File: config.mk
export PLATFORM = sky130hd
export DESIGN_NAME = loadStoreAlign
export DESIGN_NICKNAME = d
export VERILOG_FILES = /design/src/cachePkg.sv /design/src/memBusPkg.sv /design/src/loadStoreAlign.sv
export SDC_FILE = /design/constraint.sdc
export NUM_CORES = 1
export LEC_CHECK = 0
export ABC_AREA = 1
export ABC_CLOCK_PERIOD_IN_PS = 5850
export BUFFER_PORTS_ARGS = -buffer_cell sky130_fd_sc_hd__buf_2
export CAP_MARGIN = 20
export CORE_ASPECT_RATIO = 2
export CORE_MARGIN = 2
export CORE_UTILIZATION = 49
export DETAILED_ROUTE_END_ITERATION = 16
export PLACE_DENSITY_LB_ADDON = 0.25
export SETUP_SLACK_MARGIN = 0.15
export SLEW_MARGIN = 20
export SYNTH_ARGS = -nofsm -noshare
export SYNTH_HDL_FRONTEND = slang
export SYNTH_SLANG_ARGS = --single-unit
File: constraint.sdc
create_clock -name vclk -period 5.85
set_input_delay 1.755 -clock vclk [all_inputs]
set_output_delay 1.755 -clock vclk [all_outputs]
set_load 0.02 [all_outputs]
File: src/cachePkg.sv
package cachePkg;

    // Cache geometry
    localparam int NumSets    = 4;
    localparam int NumWays    = 2;
    localparam int TagWidth   = 28;   // Address bits 31 to 4
    localparam int IndexWidth = 2;    // Address bits 3 to 2

    // Backing memory
    localparam int MemLatency = 3;    // Cycles from start to done
    localparam int MemWords   = 256;

    typedef logic [31:0]               word_t;
    typedef logic [31:0]               addr_t;
    typedef logic [TagWidth-1:0]       tag_t;
    typedef logic [IndexWidth-1:0]     index_t;
    typedef logic [$clog2(NumWays)-1:0] way_t;

    // Uncached word, bypasses the arrays
    localparam addr_t MmioAddr = 32'h0000_00FC;

endpackage
File: src/memBusPkg.sv
package memBusPkg;

    // Load/store width, RISC-V funct3 encoding
    // Stores use the first three codes
    typedef enum logic [2:0] {
        LB  = 3'b000,   // Also sb
        LH  = 3'b001,   // Also sh
        LW  = 3'b010,   // Also sw
        LBU = 3'b100,
        LHU = 3'b101
    } accessSize_e;

    // Word index into the backing RAM
    typedef logic [$clog2(cachePkg::MemWords)-1:0] memAddr_t;

    // CPU request, 68 bits
    typedef struct packed {
        logic                  write;   // 1 for stores
        accessSize_e           size;
        cachePkg::addr_t       addr;    // Byte address
        cachePkg::word_t       wdata;   // Store data, low lanes
    } cpuReq_t;

    // CPU response, 33 bits
    typedef struct packed {
        cachePkg::word_t       rdata;   // Extended load data
        logic                  hit;     // Served without memory
    } cpuRsp_t;

    // Backing memory request, 41 bits
    typedef struct packed {
        logic                  write;
        memAddr_t              wordAddr;
        cachePkg::word_t       wdata;
    } memReq_t;

endpackage

File: src/loadStoreAlign.sv
module loadStoreAlign (
    input  memBusPkg::accessSize_e size,
    input  logic [1:0]             byteOffset,
    input  cachePkg::word_t        lineWord,     // Word of the hit way
    input  cachePkg::word_t        storeData,
    output cachePkg::word_t        mergedWord,
    output cachePkg::word_t        loadData
);
    import cachePkg::*;
    import memBusPkg::*;

    logic [4:0] byteShift;   // Bit position of the addressed byte
    logic [4:0] halfShift;   // Bit position of the addressed halfword
    word_t      shifted;     // Addressed lanes moved to the bottom

    // Halfwords ignore bit 0, misaligned is taken as aligned
    assign byteShift = {byteOffset, 3'b000};
    assign halfShift = {byteOffset[1], 4'b0000};

    // Load path
    always_comb begin
        shifted = '0;
        case (size)
            LB, LBU: shifted = lineWord >> byteShift;
            LH, LHU: shifted = lineWord >> halfShift;
            default: shifted = lineWord;
        endcase

        case (size)
            LB:      loadData = {{24{shifted[7]}}, shifted[7:0]};    // Sign extend byte
            LH:      loadData = {{16{shifted[15]}}, shifted[15:0]};  // Sign extend half
            LW:      loadData = shifted;
            LBU:     loadData = {24'b0, shifted[7:0]};
            LHU:     loadData = {16'b0, shifted[15:0]};
            default: loadData = '0;                                  // Unknown size
        endcase
    end

    // Store path, only the addressed lanes change
    always_comb begin
        mergedWord = lineWord;
        case (size)
            LB:      mergedWord[byteShift +: 8]  = storeData[7:0];   // sb
            LH:      mergedWord[halfShift +: 16] = storeData[15:0];  // sh
            LW:      mergedWord = storeData;                         // sw
            default: mergedWord = lineWord;
        endcase
    end

endmodule

# [Word level (Yosys, flattened, before mapping)]
# Cells that the tools add are included.
[totals] register_bits=0 latchBits=0 mem_bits_rw=0 mem_bits_ro=0 output_inout_bits=64 memories=0
[classes] add_sub_neg=2 mul=0 div_mod_pow=0 magnitude_cmp=0 eq_ne=4 n_shift=6 n_mux=5 n_bitwise=0 reduce_logical=3
[ops] cell="$pmux W32 S5" count=1
[ops] cell="$pmux W32 S3" count=1
[ops] cell="$bwmux W32" count=2
[ops] cell="$pmux W32 S2" count=1
[ops] cell="$shr A32 B5 Y32" count=2
[ops] cell="$shift A16 B7 Y32 const A" count=1
[ops] cell="$shift A8 B7 Y32 const A" count=1
[ops] cell="$shiftx A16 B7 Y32" count=1
[ops] cell="$shiftx A8 B7 Y32" count=1
[ops] cell="$neg A5 Y7" count=2
[ops] cell="$eq A3 B3 Y1 const B" count=2
[ops] cell="$reduce_or A2 Y1" count=2
[ops] cell="$eq A3 B1 Y1 const B" count=1
[ops] cell="$eq A3 B2 Y1 const B" count=1
[ops] cell="$logic_not A3 Y1" count=1

# [Depth between registers and ports, before layout]
[logic_depth] ltp_word=4 mapped_depth=11

# [Least setup slack after synthesis]
# Ideal clock, no wire load.
[synth_path] path_type="input to output" start="input port byteOffset[1]" end="output port mergedWord[17]" arrival_time_ns=3.394 required_ns=4.095 slack_ns=0.701 stages=9 path_buffers=3 cell_sequence="inv_1 > buf_2 > buf_2 > ha_1 > inv_1 > buf_1 > nor3_1 > o21ai_0 > nand4_1"
[synth_between] elab_chain_len=4
[synth_rtl] element="from (decl)" line_no="loadStoreAlign.sv:3" rtl="input logic [1:0] byteOffset,"
[synth_rtl] element="$neg A5 Y7, on equally long branches" line_no="loadStoreAlign.sv:44, loadStoreAlign.sv:43"
[synth_rtl] element="$shiftx A16 B7 Y32, or another cell as far along" line_no="loadStoreAlign.sv:44" rtl="LH: mergedWord[halfShift +: 16] = storeData[15:0];"
[synth_rtl] element="$bwmux W32, on equally long branches" line_no="loadStoreAlign.sv:44, loadStoreAlign.sv:43"
[synth_rtl] element="$pmux W32 S3 *" line_no="loadStoreAlign.sv:42" rtl="case (size)"
[synth_rtl] element="to (decl)" line_no="loadStoreAlign.sv:6" rtl="output cachePkg::word_t mergedWord,"
# Mark *: on every way between the ends. The rest lies on a longest branch, timed or not.

# [Worst setup path after layout]
[layout_path] start="input port byteOffset[0]" end="output port mergedWord[7]"
[layout_between] elab_chain_len=4
[layout_rtl] element="$neg A5 Y7 *" line_no="loadStoreAlign.sv:43" rtl="LB: mergedWord[byteShift +: 8] = storeData[7:0];"
[layout_rtl] element="$shiftx A8 B7 Y32 / $shift A8 B7 Y32 (equally long branches)" line_no="loadStoreAlign.sv:43"
[layout_rtl] element="$bwmux W32 *" line_no="loadStoreAlign.sv:43"
[layout_rtl] element="$pmux W32 S3 *" line_no="loadStoreAlign.sv:42"
# Marks and branches as above.

==> flow_metrics.tcl <==
set metrics [dict create \
    leakage_nw 1.74 \
    synth.most_common_cell "nand2_1" \
    num_io_pins 133 \
    synth-seq-area-share_pct 0 \
    dieHeight_microns 95.1 \
    hold_buffers 0 \
    drive_above_1_share_pct 27.4 \
    cap_violations 0 \
    p_sw_share_pct 68.2 \
    power.share.clock_pct 0 \
    num-fill-cells 470 \
    crit_path_end "mergedWord[7]" \
    wirelength_mm 9.17 \
    setup_viol 0 \
    vias 3456 \
    die_area_sq_um 4710 \
    antenna_found_initial 0 \
    seq_cell_count 0 \
    seqPwrFrac_pct 0 \
    fmax_ghz 0.188 \
    route.detailed.drc 0 \
    drv_slew 0 \
    end_kind "primary output" \
    timing.final.crit_period_ns 5.33 \
    worstPathArrival_ns 3.57 \
    crit_type "in2out" \
    yosys_warnings 0 \
    ir_worst_vdd_uv 64.1 \
    hpwlAfterDp_mm 7.47 \
    period_share_pct 91.1 \
    synthesis.area_sq_um 2030 \
    tightestPinTransition_ns 0.534 \
    grt_pass1_wl_mm 14.2 \
    cts_resized 0 \
    syn-num-nets 512 \
    p_int_uw 85.8 \
    io_buffer_count 133 \
    nets 630 \
    multi_input_area_sq_um 1700 \
    synth_common_cells "nand2_1, inv_1, nand3_1" \
    yosysTopAreaCell "nand2_1" \
    initialDrtViolationCount 147 \
    vias_per_cell 5.70 \
    combPwrFrac_pct 100.0 \
    fin_setup_tns_ns 0 \
    power.density_nw_per_um2 101 \
    holdCritPathClass "in2out" \
    wl_per_cell_microns 15.1 \
    finalHoldViolCount 0 \
    diodes 0 \
    overflow 0 \
    critPathLaunch "byteOffset[0]" \
    antenna_left 0 \
    drtPass1Iterations 5 \
    post_cts.repair.setup_buffers 0 \
    hold_slack_ns 3.85 \
    grt_setup_unrepaired "false" \
    startpoint_type "input pin" \
    relSlewSlack_pct 64.4 \
    postSynthAreaPerCell_sq_um 4.64 \
    ys_top_cells_by_area "nand2_1, inv_1, nand3_1" \
    core.rowCount 33 \
    clock_buffers 0 \
    p_sw_uw 184 \
    ff_latch_area_sq_um 0 \
    crit_required_ns 4.09 \
    grt_max_degree 33 \
    path_max_fanout 15 \
    gp_congestion 0.962 \
    synth_top_area_share_pct 35.6 \
    initial_core_util_pct 50.3 \
    postSynthCellCount 438 \
    area_delta_synth_final_pct 32.0 \
    outcome "finished clean" \
    grt_pass1_vias 3109 \
    die_w_microns 49.6 \
    synth_cell_types 25 \
    core_area_sq_um 4050 \
    grt_use_total_pct 38.1 \
]
cells in the final DEF (no fill, tap or decap), drive strengths merged:
master,instances
ha,5
o21a,1
inv,56
nand2,199
nand3,38
nand4,24
o22ai,7
a21oi,18
buf,139
nor2,16
o211ai,6
o21ai,33
o2111ai,2
nor3,10
critical path, cell delays in order:
cell	delay [ns]
buf_2	0.10
inv_1	0.31
ha_1	0.32
inv_1	0.38
nand4_1	0.18
nand3_2	0.19
nand2_1	0.07
o21ai_0	0.08
buf_2	0.19
per-stage QoR:
stage / cell area (sq um) / setup slack (ns) / total power, mW / utilization, % / std cells
global route: 2690 / 0.325 / 0.292 / 66.4 / 606
detailed placement: 2690 / 0.553 / 0.266 / 66.4 / 606
floorplan: 2030 / 0.701 / 0.166 / - / 438
finish: 2690 / 0.521 / 0.270 / 66.4 / 606
CTS: 2690 / 0.554 / 0.266 / 66.4 / 606
global placement: 2690 / 0.597 / 0.263 / 66.4 / 606
cells by family after synthesis:
kind of cell	count (synthesis)	synth area share, %
buffers and inverters	79	16.6
AO/OA/AOI/OAI	67	18.9
adder cells (fa/ha/maj)	5	3.08
AND/OR/NAND/NOR	287	61.4
worst min-delay path by stage:
stage | start | endpoint | depth (start not counted)
after CTS | storeData[30] | mergedWord[30] | 4
final | storeData[30] | mergedWord[30] | 4
after global placement | storeData[26] | mergedWord[26] | 4
after global routing | storeData[29] | mergedWord[29] | 4
after floorplan | lineWord[0] | loadData[0] | 2
after detailed placement | storeData[25] | mergedWord[25] | 4
layout make-up:
| class | count | area share, % |
|---|---|---|
| multi-input combinational | 359 | 63.2 |
| timing repair buffer | 139 | 26.5 |
| inverter | 56 | 7.92 |
| tap | 52 | 2.42 |
layer usage:
layer	global-route usage [%]	up-vias	part of all wire [%]
met5	0	-	0
met4	29.6	0	8.6
met3	2.66	56	8.1
met2	71.6	238	51
met1	37.5	1505	33
li1	-	1657	-
power by group through the flow:
stage / clock network (mW) / registers [mW] / logic [mW]
floorplan: 0 / 0 / 0.166
global placement: 0 / 0 / 0.263
detailed placement: 0 / 0 / 0.266
CTS: 0 / 0 / 0.266
global route: 0 / 0 / 0.292
finish: 0 / 0 / 0.270
(Power assumes the default switching activity.)
