`src/cachePkg.sv`:
```
package cachePkg;

    // Cache geometry
    localparam int NumSets    = 4;
    localparam int NumWays    = 2;
    localparam int TagWidth   = 28;   // Address bits 31 to 4
    localparam int IndexWidth = 2;    // Address bits 3 to 2

    // Backing memory
    localparam int MemLatency = 3;    // Cycles from start to done
    localparam int MemWords   = 256;

    typedef logic [31:0]               word_t;
    typedef logic [31:0]               addr_t;
    typedef logic [TagWidth-1:0]       tag_t;
    typedef logic [IndexWidth-1:0]     index_t;
    typedef logic [$clog2(NumWays)-1:0] way_t;

    // Uncached word, bypasses the arrays
    localparam addr_t MmioAddr = 32'h0000_00FC;

endpackage
```
`src/memBusPkg.sv`:
```
package memBusPkg;

    // Load/store width, RISC-V funct3 encoding
    // Stores use the first three codes
    typedef enum logic [2:0] {
        LB  = 3'b000,   // Also sb
        LH  = 3'b001,   // Also sh
        LW  = 3'b010,   // Also sw
        LBU = 3'b100,
        LHU = 3'b101
    } accessSize_e;

    // Word index into the backing RAM
    typedef logic [$clog2(cachePkg::MemWords)-1:0] memAddr_t;

    // CPU request, 68 bits
    typedef struct packed {
        logic                  write;   // 1 for stores
        accessSize_e           size;
        cachePkg::addr_t       addr;    // Byte address
        cachePkg::word_t       wdata;   // Store data, low lanes
    } cpuReq_t;

    // CPU response, 33 bits
    typedef struct packed {
        cachePkg::word_t       rdata;   // Extended load data
        logic                  hit;     // Served without memory
    } cpuRsp_t;

    // Backing memory request, 41 bits
    typedef struct packed {
        logic                  write;
        memAddr_t              wordAddr;
        cachePkg::word_t       wdata;
    } memReq_t;

endpackage

```
`src/cacheCtrl.sv`:
```
module cacheCtrl (
    input  logic               clk,
    input  logic               rst,
    input  logic               reqValid,
    output logic               reqReady,
    input  memBusPkg::cpuReq_t req,
    output logic               rspValid,
    input  logic               rspReady,
    output memBusPkg::cpuRsp_t rsp,
    input  logic               hit,
    input  logic               victimDirty,
    input  cachePkg::tag_t     victimTag,
    input  cachePkg::word_t    victimData,
    input  cachePkg::word_t    loadData,
    input  cachePkg::word_t    memRdata,
    input  logic               memDone,
    output memBusPkg::memReq_t memReq,
    output logic               memStart,
    output memBusPkg::cpuReq_t curReq,      // Drives the lookup
    output logic               fillEn,
    output logic               writeEn,
    output logic               lruTouch
);
    import cachePkg::*;
    import memBusPkg::*;

    typedef enum logic [2:0] {
        IDLE, LOOKUP, WRITEBACK, FETCH, FILL, MMIO, RESPOND
    } ctrlState_e;

    ctrlState_e state;
    ctrlState_e nextState;

    logic  isMmio;      // Current request targets the MMIO word
    logic  lookupHit;   // Cached access served this cycle
    logic  missed;      // Access went through a fill
    logic  memDoneQ;    // Memory finished last cycle
    word_t rspData;
    logic  rspHit;

    assign isMmio    = (curReq.addr[31:2] == MmioAddr[31:2]);
    assign lookupHit = (state == LOOKUP) && !isMmio && hit;

    always_comb begin
        nextState = state;
        case (state)
            IDLE:      if (reqValid) nextState = LOOKUP;
            LOOKUP: begin
                if (isMmio)           nextState = MMIO;
                else if (hit)         nextState = RESPOND;
                else if (victimDirty) nextState = WRITEBACK;
                else                  nextState = FETCH;
            end
            WRITEBACK: if (memDone) nextState = FETCH;
            FETCH:     if (memDone) nextState = FILL;
            FILL:      nextState = LOOKUP;          // Replay, now a hit
            MMIO:      if (memDoneQ) nextState = RESPOND;   // Read word is registered
            RESPOND:   if (rspReady) nextState = IDLE;
            default:   nextState = IDLE;
        endcase
    end

    assign reqReady = (state == IDLE);
    assign rspValid = (state == RESPOND);
    assign rsp      = '{rdata: rspData, hit: rspHit};

    assign writeEn  = lookupHit && curReq.write;
    assign lruTouch = lookupHit && !curReq.write;
    assign fillEn   = (state == FILL);

    // Miss or MMIO starts memory from LOOKUP
    // Fetch after a writeback starts one cycle after its done
    assign memStart = ((state == LOOKUP) && (isMmio || !hit))
                   || ((state == FETCH) && memDoneQ);

    // Memory only samples this on done
    always_comb begin
        memReq.write    = 1'b0;
        memReq.wordAddr = memAddr_t'(curReq.addr >> 2);
        memReq.wdata    = '0;
        case (state)
            WRITEBACK: begin
                memReq.write    = 1'b1;
                memReq.wordAddr = memAddr_t'({victimTag, curReq.addr[3:2]});  // Victim's home
                memReq.wdata    = victimData;
            end
            MMIO: begin
                memReq.write = curReq.write;
                memReq.wdata = curReq.wdata;   // Full word
            end
            default: ;
        endcase
    end

    always_ff @(posedge clk or posedge rst) begin
        if (rst) begin
            state    <= IDLE;
            missed   <= 1'b0;
            memDoneQ <= 1'b0;
        end else begin
            state    <= nextState;
            memDoneQ <= memDone;
            if (state == IDLE) begin
                missed <= 1'b0;
            end else if ((state == LOOKUP) && !isMmio && !hit) begin
                missed <= 1'b1;
            end
        end
    end

    // Request and response payload
    always_ff @(posedge clk) begin
        if (reqValid && reqReady) begin
            curReq <= req;
        end
        if (lookupHit) begin
            rspData <= curReq.write ? '0 : loadData;
            rspHit  <= !missed;                 // Replayed lookup reports a miss
        end else if ((state == MMIO) && memDoneQ) begin
            rspData <= curReq.write ? '0 : memRdata;   // Raw word
            rspHit  <= 1'b0;
        end
    end

endmodule

```
`config.mk`:
```
export PLATFORM = sky130hd
export DESIGN_NAME = cacheCtrl
export DESIGN_NICKNAME = d
export VERILOG_FILES = /design/src/cachePkg.sv /design/src/memBusPkg.sv /design/src/cacheCtrl.sv
export SDC_FILE = /design/constraint.sdc
export NUM_CORES = 1
export LEC_CHECK = 0
export ABC_AREA = 0
export BUFFER_PORTS_ARGS = -buffer_cell sky130_fd_sc_hd__buf_2
export CAP_MARGIN = 20
export CORE_AREA = 2 2 133 135
export CTS_BUF_LIST = sky130_fd_sc_hd__clkbuf_4 sky130_fd_sc_hd__clkbuf_8
export CTS_CLUSTER_DIAMETER = 120
export DETAILED_ROUTE_END_ITERATION = 10
export DIE_AREA = 0 0 135 137
export PLACE_DENSITY = 0.69
export SLEW_MARGIN = 20
export SYNTH_ARGS = -nofsm -noshare
export SYNTH_HDL_FRONTEND = slang
export SYNTH_SLANG_ARGS = --single-unit
```
`constraint.sdc`:
```
create_clock -name clk -period 3.6 [get_ports clk]
set_input_delay 0.54 -clock clk [delete_from_list [all_inputs] [get_ports clk]]
set_output_delay 0.54 -clock clk [all_outputs]
set_load 0.05 [all_outputs]
```
After elaboration in Yosys (flattened, before gate mapping)
Cells that the tools add are included.
Widths: inputs -> output; s select.
{"block": "totals", "output_inout_bits": 148, "inputBits": 199, "ff_bits": 106}
{"block": "op_classes", "muxes": 20, "n_reduce_logical": 19, "n_eq_ne": 12}
{"operator": "$mux 32", "count": 4}
{"operator": "$pmux 32 s2", "count": 1}
{"operator": "$eq 30x6->1 const B", "count": 1}
{"operator": "$mux 3", "count": 7}
{"operator": "$pmux 3 s7", "count": 1}
{"operator": "$eq 3x3->1 const B", "count": 3}
{"operator": "$logic_and 1x1->1", "count": 9}
{"operator": "$mux 8", "count": 1}
{"operator": "$ne 2x2->1 const B", "count": 4}
{"operator": "$eq 3x2->1 const B", "count": 2}
{"operator": "$mux 1", "count": 5}
{"operator": "$reduce_and 5->1", "count": 1}
{"operator": "$logic_not 1->1", "count": 4}
{"operator": "$reduce_bool 2->1", "count": 2}
{"operator": "$eq 3x1->1 const B", "count": 1}
{"operator": "$logic_not 3->1", "count": 1}
{"operator": "$logic_or 1x1->1", "count": 2}
{"operator": "$ne 2x1->1 const B", "count": 1}
{"operator": "$pmux 1 s2", "count": 1}

Depth between registers and ports, before layout
{"block": "logic_depth", "depth_word": 6, "mapped_depth": 6, "depth_no_buf": 4}

Least setup slack after synthesis
Ideal clock, no wire load.
{"block": "synth_path", "path_kind": "reg-to-reg", "from": "register state[2]", "to": "register curReq[0] in the netlist's numbering, enable pin", "arrival_ns": 3.523, "setup_slack_ns": -0.356, "required_ns": 3.167, "path_stages_with_launch": 4, "path_cell_list": "dfrtp_1 -> clkbuf_1 -> nor3_1 -> and2_1"}
{"block": "synth_via", "elab_chain_len": 2}
{"item": "from (decl)", "line_no": "cacheCtrl.sv:31", "source": "ctrlState_e state;"}
{"item": "from (signal assigned)", "line_no": "cacheCtrl.sv:101", "source": "state <= nextState;"}
{"item": "$logic_not 3->1", "line_no": "cacheCtrl.sv:63", "source": "assign reqReady = (state == IDLE);"}
{"item": "via reqReady", "line_no": "cacheCtrl.sv:5", "source": "output logic reqReady,"}
{"item": "$logic_and 1x1->1", "line_no": "cacheCtrl.sv:113", "source": "if (reqValid && reqReady) begin"}
{"item": "to (signal assigned)", "line_no": "cacheCtrl.sv:114", "source": "curReq <= req;"}
{"item": "to (decl)", "line_no": "cacheCtrl.sv:19", "source": "output memBusPkg::cpuReq_t curReq,"}
The timed path passes the listed nets, and every way through them passes these cells.
A chain may end at the register's enable or synchronous reset.

Worst setup path after layout
{"block": "layout_path", "from": "register curReq[40] in the netlist's numbering", "to": "output lruTouch"}
{"block": "layout_via", "elab_chain_len": 5}
{"item": "$eq 30x6->1", "line_no": "cacheCtrl.sv:41", "source": "assign isMmio = (curReq.addr[31:2] == MmioAddr[31:2]);"}
{"item": "$logic_not 1->1", "line_no": "cacheCtrl.sv:42", "source": "assign lookupHit = (state == LOOKUP) && !isMmio && hit;"}
{"item": "$logic_and 1x1->1 (2 in series)", "line_no": "cacheCtrl.sv:42"}
{"item": "$logic_and 1x1->1", "line_no": "cacheCtrl.sv:68", "source": "assign lruTouch = lookupHit && !curReq.write;"}
{"item": "to (decl)", "line_no": "cacheCtrl.sv:22", "source": "output logic lruTouch"}
Every way passes these cells.

==> metrics.cfg <==
[timing]
finalSetupViolations=0
fin_crit_ns=3.06
finalHoldViolCount=0
drv_slew=0
skew_ns=0.0182
achievable-frequency_ghz=0.327
rsz0062_at_grt=false
max-slew-margin-rel_pct=57.6
worst_hold_slack_ns=0.0438
fin_crit_sh_pct=84.9
tightest_slew_ns=0.634
tns_ns=0
fin_ws_ns=0.545

[logic_synthesis]
synth_seq_cells=106
syn_nets=518
synth_edf_count=101
netlist_area_um2=4680
async_reset_ff_share_pct=4.72
syn_area_per_cell_um2=14.7
synth_cell_type_count=40
yosysWarnings=0
ys.flop_type=edfxtp_1
syn_inst=319
ys_seq_area_share_pct=67.5

[die]
core.rowCount=48
num_io_pins=347
core-area_um2=17100
die_h_um=137
die_w_um=135
die_area_um2=18500
initial_utilization_pct=27.4

[drt]
ant_nets=0
wirelength_um=14400
drcViolationCount=0
wl_per_cell_um=16.5
vias_per_cell=4.43
drt-pass1-iter-count=4
vias=3865
drtIter0Drc=131

[final_layout]
final_common_cell=buf_2
stdcell_area_um2=6750
area_growth_pct=44.4
final_nets=839
drive_gt1_share_pct=59.4
fin_util_pct=39.6
finalNonFillerCells=873
final_cell_mix=buf_2 (324), edfxtp_1 (101), inv_1 (37)

[worst_setup_path]
slowest_delay_ns=0.57
rrSetupSlack_ns=0.96
critPathSlowestCell=or4_4
reg2reg_depth=5
path_cells=or4_4 -> nor4_4 -> a211o_4 -> inv_1 -> buf_2
path_max_fanout=12
worstPathRequired_ns=3.06
critPathKind=register to output port
r2r_end=rspData[27]
start_kind=register
worstReg2RegStart=curReq[40]
endpoint_kind=output port
cp.arrival_ns=2.52

[clock_tree]
cts-root-buf=clkbuf_8
hold_buffers=0
cts_resized=0
htree_levels=3
numClockSinks=106
cts_max_path_buffers=2
cts_setup_buffers=0
cts.clk_slew.worst_paths_ns=0.12
cts_tree=yes
insertion_delay_ns=0.39
numCtsBuffers=9

[run_status]
status=finished, final reports clean

[placed_design]
preCtsSetupSlack_ns=0.979
port-buffer-count=324
hpwlAfterDp_um=11100
place_inst=854
dpl_cell_area_um2=6530
globalplace.congestion=0.777

[global_routing]
grt_max_degree=56
grt_pass1_vias=3748
track_usage_pct=14.5
grt_pass1_wl_um=20100
antenna_found_initial=3
overflow=0

[power]
ir_worst_vdd_mv=0.439
power.total_mw=5.22
p_leak_nw=3.09
power_density_nw_per_um2=774

[job]
max_cap_violations=0

[hold_path]
hp-class=input port to async pin

## report_power, final
part	internal [mW]	total (mW)	switching, mW
clock network	0.344	0.814	0.470
logic	0.634	2.60	1.97
registers	1.67	1.81	0.142
## state kept, by name, indices dropped and copies added, names as in the netlist
register and count:
rspHit 1, curReq 68, rspData 32, state 3, memDoneQ 1, missed 1
## layout make-up
| type | count | area (um2) |
|---|---|---|
| timing repair buffer | 333 | 1700 |
| antenna | 3 | 7.51 |
| multi-input combinational | 153 | 1240 |
| clock buffer | 9 | 124 |
| clock inverter | 7 | 95.1 |
| inverter | 37 | 139 |
| tap | 225 | 282 |
| sequential | 106 | 3160 |
| fill | 1672 | 10300 |
## synthesized netlist by cell type (4+ instances only)
cell type	n	share of area [%]
nand2b_1	34	4.5
buf_6	4	0.96
a21oi_1	4	0.43
edfxtp_1	101	65
a22o_1	32	6.0
o22ai_2	21	5.6
dfrtp_1	5	2.7
o22ai_1	13	1.7
o21ai_0	4	0.43
inv_1	37	3.0
mux2_2	6	1.4
clkbuf_1	10	0.80
## worst max-delay path, delay by kind of cell (launching register included)
family	cells	cell delay [ns]
simple gates	2	1.07
flops	1	0.42
compound gates	1	0.36
buf+inv	2	0.27
## kinds of logic (layout without fill, tap and decap cells)
kind of cell / Yosys count / count (layout) / synth area share (%)
other: 0 / 3 / 0
AO/OA/AOI/OAI: 82 / 82 / 15.8
flip-flops: 106 / 106 / 67.5
XOR/XNOR: 1 / 1 / 0.187
AND/OR/NAND/NOR: 64 / 64 / 8.88
multiplexers: 6 / 6 / 1.44
buffers and inverters: 60 / 386 / 6.21
## worst max-delay path by stage
stage,from,cells past startpoint,endpoint,slack [ns]
after floorplan,state[2],3,curReq[0],0.33
after global placement,curReq[40],5,lruTouch,0.98
after detailed placement,curReq[40],5,lruTouch,0.98
after CTS,curReq[40],5,lruTouch,0.51
after global routing,curReq[40],5,lruTouch,0.41
final,curReq[40],5,lruTouch,0.54
## layer usage
| metal | track usage (%) | part of all wire (%) | routed length [um] |
|---|---|---|---|
| met5 | 0 | 0 | 0 |
| met4 | 6.02 | 2.5 | 359 |
| met3 | 5.52 | 9.9 | 1430 |
| met2 | 23.8 | 49 | 7040 |
| met1 | 17.0 | 39 | 5590 |
No activity file was read; power rests on OpenSTA's default activity.
