==> src/cachePkg.sv <==
package cachePkg;

    // Cache geometry
    localparam int NumSets    = 4;
    localparam int NumWays    = 2;
    localparam int TagWidth   = 28;   // Address bits 31 to 4
    localparam int IndexWidth = 2;    // Address bits 3 to 2

    // Backing memory
    localparam int MemLatency = 3;    // Cycles from start to done
    localparam int MemWords   = 256;

    typedef logic [31:0]               word_t;
    typedef logic [31:0]               addr_t;
    typedef logic [TagWidth-1:0]       tag_t;
    typedef logic [IndexWidth-1:0]     index_t;
    typedef logic [$clog2(NumWays)-1:0] way_t;

    // Uncached word, bypasses the arrays
    localparam addr_t MmioAddr = 32'h0000_00FC;

endpackage
==> src/cacheStore.sv <==
module cacheStore (
    input  logic             clk,
    input  logic             rst,
    input  cachePkg::index_t index,
    input  cachePkg::tag_t   tag,
    input  logic             fillEn,       // Load victim way from memory
    input  logic             writeEn,      // Store merged word into hit way
    input  logic             lruTouch,     // Load hit
    input  cachePkg::word_t  fillData,
    input  cachePkg::word_t  writeData,
    output logic             hit,
    output cachePkg::way_t   hitWay,
    output cachePkg::word_t  hitData,
    output logic             victimDirty,
    output cachePkg::tag_t   victimTag,
    output cachePkg::word_t  victimData
);
    import cachePkg::*;

    tag_t  tagArr   [NumSets][NumWays];
    word_t dataArr  [NumSets][NumWays];
    logic  validArr [NumSets][NumWays];
    logic  dirtyArr [NumSets][NumWays];
    way_t  lruArr   [NumSets];          // Points at the least recently used way

    way_t  victimWay;

    // Both ways compared in parallel
    always_comb begin
        hit    = 1'b0;
        hitWay = '0;
        for (int w = 0; w < NumWays; w++) begin
            if (validArr[index][w] && (tagArr[index][w] == tag)) begin
                hit    = 1'b1;
                hitWay = way_t'(w);
            end
        end
    end

    assign hitData = dataArr[index][hitWay];

    // Replacement candidate
    assign victimWay   = lruArr[index];
    assign victimDirty = validArr[index][victimWay] && dirtyArr[index][victimWay];
    assign victimTag   = tagArr[index][victimWay];
    assign victimData  = dataArr[index][victimWay];

    // Status bits
    always_ff @(posedge clk or posedge rst) begin
        if (rst) begin
            for (int s = 0; s < NumSets; s++) begin
                lruArr[s] <= '0;
                for (int w = 0; w < NumWays; w++) begin
                    validArr[s][w] <= 1'b0;
                    dirtyArr[s][w] <= 1'b0;
                end
            end
        end else begin
            if (fillEn) begin
                validArr[index][victimWay] <= 1'b1;
                dirtyArr[index][victimWay] <= 1'b0;   // Fresh copy of memory
                lruArr[index]              <= ~victimWay;
            end
            if (writeEn) begin
                dirtyArr[index][hitWay] <= 1'b1;
                lruArr[index]           <= ~hitWay;
            end
            if (lruTouch) begin
                lruArr[index] <= ~hitWay;
            end
        end
    end

    // Tag and data storage
    always_ff @(posedge clk) begin
        if (fillEn) begin
            tagArr[index][victimWay]  <= tag;
            dataArr[index][victimWay] <= fillData;
        end
        if (writeEn) begin
            dataArr[index][hitWay] <= writeData;
        end
    end

endmodule

==> config.mk <==
export PLATFORM = sky130hd
export DESIGN_NAME = cacheStore
export DESIGN_NICKNAME = d
export VERILOG_FILES = /design/src/cachePkg.sv /design/src/cacheStore.sv
export SDC_FILE = /design/constraint.sdc
export NUM_CORES = 1
export LEC_CHECK = 0
export BUFFER_PORTS_ARGS = -buffer_cell sky130_fd_sc_hd__buf_2
export CAP_MARGIN = 20
export CORE_ASPECT_RATIO = 1.2
export CORE_MARGIN = 3
export CORE_UTILIZATION = 50
export CTS_BUF_LIST = sky130_fd_sc_hd__clkbuf_4
export DETAILED_ROUTE_END_ITERATION = 6
export PLACE_DENSITY = 0.66
export SETUP_SLACK_MARGIN = 0.5
export SLEW_MARGIN = 40
export SYNTH_ARGS = -nofsm -noshare
export SYNTH_HDL_FRONTEND = slang
export SYNTH_SLANG_ARGS = --single-unit
==> constraint.sdc <==
create_clock -name clk -period 9.4 [get_ports clk]
set_input_delay 1.41 -clock clk [delete_from_list [all_inputs] [get_ports clk]]
set_output_delay 1.41 -clock clk [all_outputs]
set_load 0.005 [all_outputs]
# ---- Word level (Yosys, flattened, before mapping)
# Memories as Yosys holds them, arrays and structs flattened.
# Cells that the tools add are included.
dict set report totals {
  regBits 20
  latchBits 0
  ram_bits 480
  rom_bits 0
  input_bits 99
  output_inout_bits 95
  elab_cells 229
  n_memories 2
}
# name depth width read_ports rd_ports_with_merged_regs write_ports line
set mem_list {}
lappend mem_list {dataArr 4 64 1 0 1 cacheStore.sv:21} ;# word_t dataArr [NumSets][NumWays];
lappend mem_list {tagArr 4 56 1 0 1 cacheStore.sv:20} ;# tag_t tagArr [NumSets][NumWays];
dict set report op_classes {
  addsub 0
  n_mul 0
  div 0
  order_cmp 6
  n_eq_ne 2
  shift 0
  n_mux 120
  bitwise_logic 73
  reduce_logical 6
}
# operator n
set ops {}
lappend ops {{2-to-1 mux 32 bit} 8}
lappend ops {{2-to-1 mux 64 bit} 2}
lappend ops {{2-to-1 mux 28 bit} 4}
lappend ops {{2-to-1 mux 1 bit} 80}
lappend ops {{demux 32 bit (select 1 bit)} 2}
lappend ops {{OR 1 bit} 64}
lappend ops {{== test 28 bit} 2}
lappend ops {{2-to-1 mux 56 bit} 1}
lappend ops {{demux 28 bit (select 1 bit)} 1}
lappend ops {{2-to-1 mux 8 bit} 2}
lappend ops {{OR 8 bit} 2}
lappend ops {{bitwise mux 4 bit} 3}
lappend ops {{2-to-1 mux 2 bit} 6}
lappend ops {{2-to-1 mux 4 bit} 3}
lappend ops {{AND 8 bit} 1}
lappend ops {{binary-select mux 2 bit (select 2 bit)} 2}
lappend ops {{demux 2 bit (select 2 bit)} 2}
lappend ops {{NOT 8 bit} 1}
lappend ops {{logical AND 1 bit} 6}
lappend ops {{>= comparator 2 bit (second input constant)} 2}
lappend ops {{< comparator 2 x 1 -> 1 bit (second input constant)} 2}
lappend ops {{NOT 1 -> 2 bit} 2}
lappend ops {{>= comparator 3 bit (second input constant)} 1}
lappend ops {{< comparator 3 x 1 -> 1 bit (second input constant)} 1}
lappend ops {{5 further kinds} 7}

# ---- Depth between registers and ports, before layout
# Gate-level depths: netlist of the first run.
dict set report logic_depth {
  word_depth 16
  depth_mapped 11
}

# ---- Worst setup path after synthesis of the first run
# No wires, ideal clock.
dict set report synth_path {
  path_kind {in2reg}
  start {input port index[0]}
  end {memory dataArr[0][0] (netlist name), enable pin}
  setup_time_ns 0.470
  arrival_ns 5.930
  t_required_ns 8.930
  setup_slack_ns 3.000
  path_stages 10
  n_path_buf 4
  path_cell_list {buf_4 -> buf_6 -> mux4_2 -> xnor2_1 -> nand2_1 -> nor4_4 -> o2111ai_1 -> buf_2 -> buf_6 -> o31ai_1}
}
dict set report synth_via {
  elab_chain_len 13
  elab_cells_between_ends 26
}
# element line
set synth_lines {}
lappend synth_lines {{start, declared} cacheStore.sv:4} ;# input cachePkg::index_t index,
lappend synth_lines {{branches (longest 13 deep; another with memory (4 x 56 bit))} -}
lappend synth_lines {{end, declared} cacheStore.sv:21}
# Parallel ways; which one is timed is not known. The select of a mux whose other input is x is not followed.

# ---- Worst setup path after layout of the first run
dict set report layout_path {
  start {input port index[0]}
  end {output port hitData[13]}
}
dict set report layout_via {
  elab_chain_len 10
  elab_cells_between_ends 13
}
# element line
set layout_lines {}
lappend layout_lines {{branches (longest 7 deep; another with memory (4 x 56 bit))} -}
lappend layout_lines {{2-to-1 mux 32 bit (implied by the code) * (3 in series)} cacheStore.sv:40} ;# assign hitData = dataArr[index][hitWay];
lappend layout_lines {{end, declared} cacheStore.sv:13} ;# output cachePkg::word_t hitData,
# Every way passes the cells marked *. The select of a mux whose other input is x is not followed.

==> run_results.csv, run 1 <==
group,metric,value,unit
sta,drv_slew,0,
clock_network,clock_sinks,500,
global_route,grt_max_degree,85,
global_route,track_usage,22.9,%
sta,finalCritPeriodShare,72.6,%
global_route,overflow,0,
final_layout,regArea,0.0149,mm²
route,initialDrtViolationCount,894,
clock_network,clk_path_buf_depth,3,
final_layout,final_cell_mix,"edfxtp_1, buf_2, clkbuf_4",
placed_design,place_area,0.0238,mm²
critical_path,r2r_start,"tagArr[1][16]$_DFFE_PP_",
yosys,synthCells,1265,
global_route,grt_antenna_before_repair,6,
yosys,syn_area,0.0220,mm²
yosys,synth_edf_count,480,
final_layout,fin_cells,2185,
sta,worst_pin_slew,0.780,ns
die,core_area,0.0432,mm²
critical_path,slowest_stage,"o2111a_4",
critical_path,cp-startpoint,"index[0]",
placed_design,place_ws,2.49,ns
critical_path,crit_end,"hitData[13]",
die,die_height,236,µm
sta,fin_setup_tns,0,ns
yosys,synth_fp_nets,1364,
global_route,grt_pass1_wl,80300,µm
clock_network,cts_made_buffers,118,
critical_path,crit_required,7.99,ns
die,rows,83,
final_layout,multi_input_area,0.00675,mm²
placed_design,portBuffers,193,
critical_path,critPathKind,"in -> out",
critical_path,critPathMostFrequentCell,"buf_4",
route,vias,12900,
min_path,hold_class,"reg -> reg",
sta,period_needed,6.82,ns
die,start_util,51.0,%
yosys,synth_ff_type,"edfxtp_1",
clock_network,postCtsSetupBuffers,0,
critical_path,worstPathCellList,"buf_8, buf_4, mux4_2, o311ai_0, nor4_4, buf_4, o2111a_4, mux2_1, buf_2",
sta,skew,0.0585,ns
route,first_pass_iters,5,
route,wirelength,53100,µm
yosys,synth_warnings,0,
power_and_ir_drop,leakage,8.79,nW
die,boundaryPins,194,
final_layout,nets,1630,
clock_network,hold_buffers,0,
critical_path,crit_path_end_kind,"primary output",
placed_design,dp_cells,1963,
sta,finalSetupViolations,0,
die,die-width,198,µm
yosys,syn_avg_cell_area,17.4,µm²
critical_path,reg2regPathDepth,9,
critical_path,path_delay_family,"buffers and inverters",
critical_path,slowest_delay,0.82,ns
clock_network,cts-root-buf,"clkbuf_4",
outcome,status,"complete, no violations",
critical_path,r2r-end,"dataArr[2][57]$_DFFE_PP_",
route,route.detailed.drc,0,
yosys,synth_cell_types,52,
yosys,synth-seq-cells,500,
die,dieArea,0.0466,mm²
sta,hold_viol,0,
power_and_ir_drop,powerDensity,188,mW/mm²
clock_network,clk-insertion-delay-late,0.84,ns
critical_path,startpoint_type,"primary input",
clock_network,htree_levels,3,
final_layout,drive_above_1_share,38.8,%
power_and_ir_drop,ir_drop,0.0899,mV
sta,rsz0062_at_grt,"no",
clock_network,clkTransAtPathRegs,0.06,ns
clock_network,cts_resized,0,
power_and_ir_drop,p_total,4.75,mW
critical_path,cp_num_cells,9,
sta,relSlewSlack,46.7,%
global_route,grt_pass1_vias,13200,
route,ant_nets,0,
route,wl_per_cell,24.3,µm
placed_design,gp_congestion,0.787,
critical_path,worst-path-buf-inv,4,
final_layout,stdcell_area,0.0253,mm²
placed_design,dpl.hpwl,32400,µm
flow_run,maxCapViolCount,0,
route,via_per_inst,5.92,
yosys,synth-seq-area-share,67.7,%
clock_network,cts_tree,"yes",
critical_path,reg2reg_slack,5.28,ns
sta,fmax,147,MHz
final_layout,final_common_cell,"edfxtp_1",
final_layout,syn_to_final_growth,14.8,%
critical_path,critPathMaxFanout,63,
final_layout,fill_cells,3352,
critical_path,arrival,5.41,ns
yosys,synthArstFlopShare,4.00,%
sta,worst_slack,2.58,ns
power breakdown:
group | switching [mW] | internal, mW
Clock | 0.845 | 0.862
Sequential | 0.0202 | 2.53
Combinational | 0.288 | 0.209
Total | 1.15 | 3.60
worst reg2reg max path: stages, from the launching register on:
cell,delay (ns)
edfxtp_1,0.36
mux4_2,0.48
xnor2_1,0.36
nand4_1,0.21
nor4_4,0.20
buf_4,0.45
o2111a_4,0.83
buf_4,0.47
o31ai_4,0.08
buf_4,0.33
metal layers:
layer,vias to the layer above,track usage [%],wire length (µm)
met5,-,0,13
met4,2,7.02,977
met3,69,4.54,3630
met2,515,37.8,27200
met1,6631,31.1,21300
li1,5714,-,-
cell families after synthesis:
group,synth area share (%)
compound gates,4.19
flops,67.7
mux,19.2
xor+xnor,2.03
simple gates,4.56
buf+inv,2.38
cells in the mapped netlist, drive strengths merged, types with 2 or more instances:
library cell  number  area [µm²]
nand4              9        56.3
a32o               4        40.0
mux2             117        1330
a31o               3        26.3
o2111a             2        22.5
o211ai            34         255
o31ai              4        30.0
nand2            107         402
nor2b              5        31.3
o22ai              7        43.8
buf               35         195
inv               42         158
or2                5        31.3
xnor2             31         272
nor3              38         190
mux4             117        2640
a21oi              6        30.0
o2bb2ai            2        17.5
o2111ai           34         298
clkbuf            45         169
dfrtp             20         500
edfxtp           480       14400
nor2              14        52.6
mux2i             26         260
a2bb2oi            2        17.5
nand2b            13        81.3
xor2              20         175
a31oi              4        25.0
nand3              8        40.0
o21ai              8        40.0
nor4               9        92.6
state kept, by name, indices dropped and copies added (netlist names):
register and count:
validArr 8, dirtyArr 8, lruArr 4, tagArr 224, dataArr 256
stage by stage:
| step | hold WS (ns) | utilization, % |
|---|---|---|
| after floorplan | 0.429 | - |
| after global placement | 0.445 | 54.9 |
| after detailed placement | 0.454 | 55.0 |
| after CTS | 0.470 | 58.5 |
| after global routing | 0.484 | 58.5 |
| final | 0.472 | 58.6 |
layout make-up:
class                           count  area share (%)
Antenna cell                        7          0.0692
Inverter                           43           0.638
Clock inverter                     53            1.14
Tap cell                          552            2.73
Sequential cell                   500            59.0
Timing Repair Buffer              226            4.96
Multi-Input combinational cell    642            26.7
Clock buffer                      162            4.81
worst min path at each step:
stage | endpoint | from | slack [ns] | cells after the start
after floorplan | validArr[2]$_DFFE_PP0P_ | validArr[2]$_DFFE_PP0P_ | 0.43 | 1
after global placement | validArr[0]$_DFFE_PP0P_ | validArr[0]$_DFFE_PP0P_ | 0.45 | 1
after detailed placement | validArr[2]$_DFFE_PP0P_ | validArr[2]$_DFFE_PP0P_ | 0.45 | 1
after CTS | validArr[2]$_DFFE_PP0P_ | validArr[2]$_DFFE_PP0P_ | 0.47 | 1
after global routing | validArr[0]$_DFFE_PP0P_ | validArr[0]$_DFFE_PP0P_ | 0.48 | 1
final | validArr[1]$_DFFE_PP0P_ | validArr[1]$_DFFE_PP0P_ | 0.47 | 1
No activity file was read; power rests on OpenSTA's default activity.
==> run 2, diff against run 1 <==
--- a/config.mk
+++ b/config.mk
@@ -5,6 +5,7 @@
 export SDC_FILE = /design/constraint.sdc
 export NUM_CORES = 1
 export LEC_CHECK = 0
+export ABC_AREA = 1
 export BUFFER_PORTS_ARGS = -buffer_cell sky130_fd_sc_hd__buf_2
 export CAP_MARGIN = 20
 export CORE_ASPECT_RATIO = 1.2
@@ -12,7 +13,7 @@
 export CORE_UTILIZATION = 50
 export CTS_BUF_LIST = sky130_fd_sc_hd__clkbuf_4
 export DETAILED_ROUTE_END_ITERATION = 6
-export PLACE_DENSITY = 0.66
+export PLACE_DENSITY = 0.69
 export SETUP_SLACK_MARGIN = 0.5
 export SLEW_MARGIN = 40
 export SYNTH_ARGS = -nofsm -noshare
==> constraint.sdc (replaced) <==
create_clock -name clk -period 5.8 [get_ports clk]
set_input_delay 0.87 -clock clk [delete_from_list [all_inputs] [get_ports clk]]
set_output_delay 0.87 -clock clk [all_outputs]
set_load 0.005 [all_outputs]
==> run_results.csv, run 2 <==
group,metric,value,unit
sta,relSlewSlack,49.6,%
yosys,synthCells,1947,
placed_design,gp_congestion,0.884,
global_route,track_usage,25.3,%
global_route,grt_antenna_before_repair,7,
critical_path,crit_path_end_kind,"primary output",
critical_path,critPathMaxFanout,52,
route,vias,15900,
sta,drv_slew,0,
final_layout,largest_register_ffs,256,
route,route.detailed.drc,0,
route,routed.top_layer,"met5",
clock_network,cts-root-buf,"clkbuf_4",
critical_path,critPathMostFrequentCell,"nand2_1",
die,core_area,0.0423,mm²
die,boundaryPins,194,
route,wl_per_cell,20.4,µm
clock_network,cts_tree,"yes",
final_layout,fin_util,58.3,%
critical_path,crit_required,4.93,ns
critical_path,worstPathCellList,"buf_2, inv_1, buf_4, nand2_1, nand2_1, nand2_1, nand2_1, nand3_1, nor2_1, nand2_1, nor2_1, nand2_4, buf_12, o21ai_0, buf_2",
final_layout,final_common_cell,"nand2_1",
power_and_ir_drop,ir_drop,0.161,mV
yosys,yosysTopAreaCell,"edfxtp_1",
final_layout,final_cell_mix,"nand2_1, edfxtp_1, buf_2",
sta,finalSetupViolations,0,
yosys,yosys.cell_count.top_type,"nand2_1",
critical_path,critPathKind,"in -> out",
route,met2WireLength,28700,µm
clock_network,cts_made_buffers,118,
yosys,ys_top_cells_by_area,"edfxtp_1, nand2_1, nand3_1, a221oi_1, dfrtp_1",
final_layout,regArea,0.0149,mm²
yosys,synth_fp_nets,2046,
critical_path,arrival,4.15,ns
final_layout,largest-register,"dataArr",
die,die_height,234,µm
yosys,synth-seq-area-share,69.0,%
sta,skew,0.0367,ns
yosys,synth-seq-cells,500,
flow_run,maxCapViolCount,0,
die,dieArea,0.0458,mm²
sta,fmax,199,MHz
global_route,grt_pass1_wl,88600,µm
route,wl_met1,22600,µm
critical_path,startpoint_type,"primary input",
final_layout,multi_input_area,0.00579,mm²
final_layout,syn_to_final_growth,14.1,%
die,rows,82,
global_route,grt_max_degree,96,
global_route,overflow,0,
power_and_ir_drop,powerDensity,317,mW/mm²
placed_design,portBuffers,193,
sta,fin_setup_tns,0,ns
sta,worst_pin_slew,0.754,ns
clock_network,clk_path_buf_depth,3,
yosys,syn_area,0.0216,mm²
die,start_util,51.1,%
clock_network,htree_levels,3,
yosys,synth_common_cells,"nand2_1, edfxtp_1, nand3_1",
sta,rsz0062_at_grt,"no",
critical_path,slowest_stage,"inv_1",
route,wirelength,58100,µm
clock_network,clock_sinks,500,
route,first_pass_iters,5,
min_path,hold_class,"in -> async",
clock_network,clk-insertion-delay-late,0.85,ns
yosys,yosys.area.top_type_share,66.7,%
yosys,synth_edf_count,480,
critical_path,path_delay_family,"buffers and inverters",
sta,hold_viol,0,
global_route,grt_pass1_vias,15600,
final_layout,nets,2295,
route,initialDrtViolationCount,1263,
critical_path,reg2reg_slack,2.68,ns
critical_path,slowest_delay,0.60,ns
yosys,syn_avg_cell_area,11.1,µm²
critical_path,worst-path-buf-inv,5,
clock_network,postCtsSetupBuffers,0,
outcome,status,"complete, no violations",
die,die-width,196,µm
sta,period_needed,5.02,ns
yosys,synth_ff_type,"edfxtp_1",
final_layout,drive_above_1_share,19.0,%
yosys,synth_cell_types,35,
clock_network,clkTransAtPathRegs,0.08,ns
final_layout,fill_cells,3536,
route,wl_met3,4640,µm
power_and_ir_drop,leakage,10.2,nW
placed_design,dpl.hpwl,36200,µm
yosys,synthArstFlopShare,4.00,%
route,via_per_inst,5.60,
yosys,synth_warnings,0,
route,ant_nets,0,
sta,finalCritPeriodShare,86.6,%
final_layout,reg_top3,"dataArr: 256 flops, tagArr: 224 flops",
## run 2: cell types whose count changed in the layout (fill, tap and decap cells not counted), sizes merged, moves of 31 or more
cell / before / now
nand2: 107 / 716
nand3: 8 / 128
mux2: 117 / 0
mux4: 117 / 0
nor2: 14 / 94
inv: 42 / 114
o21ai: 8 / 79
a221oi: 1 / 66
a22o: 0 / 41
nor3: 38 / 1
o2111ai: 34 / 1
o211ai: 34 / 2
xnor2: 31 / 0
## run 2: repair_timing
action                                  4_1_cts  5_1_grt
hold buffers                                  0        0
endpoints found under the setup margin        0        1
resized for setup                             0        1
## run 2: power breakdown
group | switching, mW | internal [mW]
Sequential | 0.0333 | 4.12
Combinational | 0.621 | 0.282
Clock | 1.36 | 1.40
## run 2: cells by family after synthesis
logic type / Yosys count / synth area share, %
and+or+nand+nor: 963 / 17.9
DFF: 500 / 69.0
AOI/OAI and AO/OA: 264 / 8.52
buffers and inverters: 216 / 4.43
xor gates and xnor gates: 3 / 0.122
muxes: 1 / 0.0463
## run 2: final timing paths
path / from / to / cells past startpoint
setup / recovery: index[1] / hitData[5] / 15
hold / removal: rst / validArr[6]$_DFFE_PP0P_ / 2
setup reg to reg: tagArr[0][24]$_DFFE_PP_ / dataArr[0][12]$_DFFE_PP_ / 14
hold reg to reg: validArr[1]$_DFFE_PP0P_ / validArr[1]$_DFFE_PP0P_ / 2
max in group asynchronous: rst / dirtyArr[3]$_DFF_PP0_ / 2
min in group clk: tag[13] / tagArr[3][41]$_DFFE_PP_ / 1
## run 2: layout make-up
cell class,instances,area share (%)
flip-flops and latches,500,60.5
multi-input cells,1231,23.5
repair buffers,230,5.36
clock buffers,172,5.24
well taps,546,2.77
inverters,115,1.76
clock inverters,41,0.807
diodes,6,0.0609
## run 2: per-stage QoR
step | instances | instance area (µm²) | hold slack (ns) | power [mW] | worst slack [ns]
CTS | 2835 | 24600 | 0.189 | 7.88 | 0.731
floorplan | 1947 | 21600 | 0.423 | 4.73 | 1.25
global placement | 2622 | 23100 | 0.436 | 5.12 | 0.862
global route | 2837 | 24600 | 0.0569 | 8.18 | 0.596
finish | 2841 | 24700 | 0.0553 | 7.82 | 0.777
detailed placement | 2622 | 23100 | 0.442 | 5.14 | 0.751
## run 2: routing by layer
metal | global-route usage [%] | vias to the layer above
met3 | 4.69 | 131
li1 | - | 7441
met4 | 10.9 | 4
met2 | 42.9 | 723
met5 | 0 | -
met1 | 32.2 | 7613
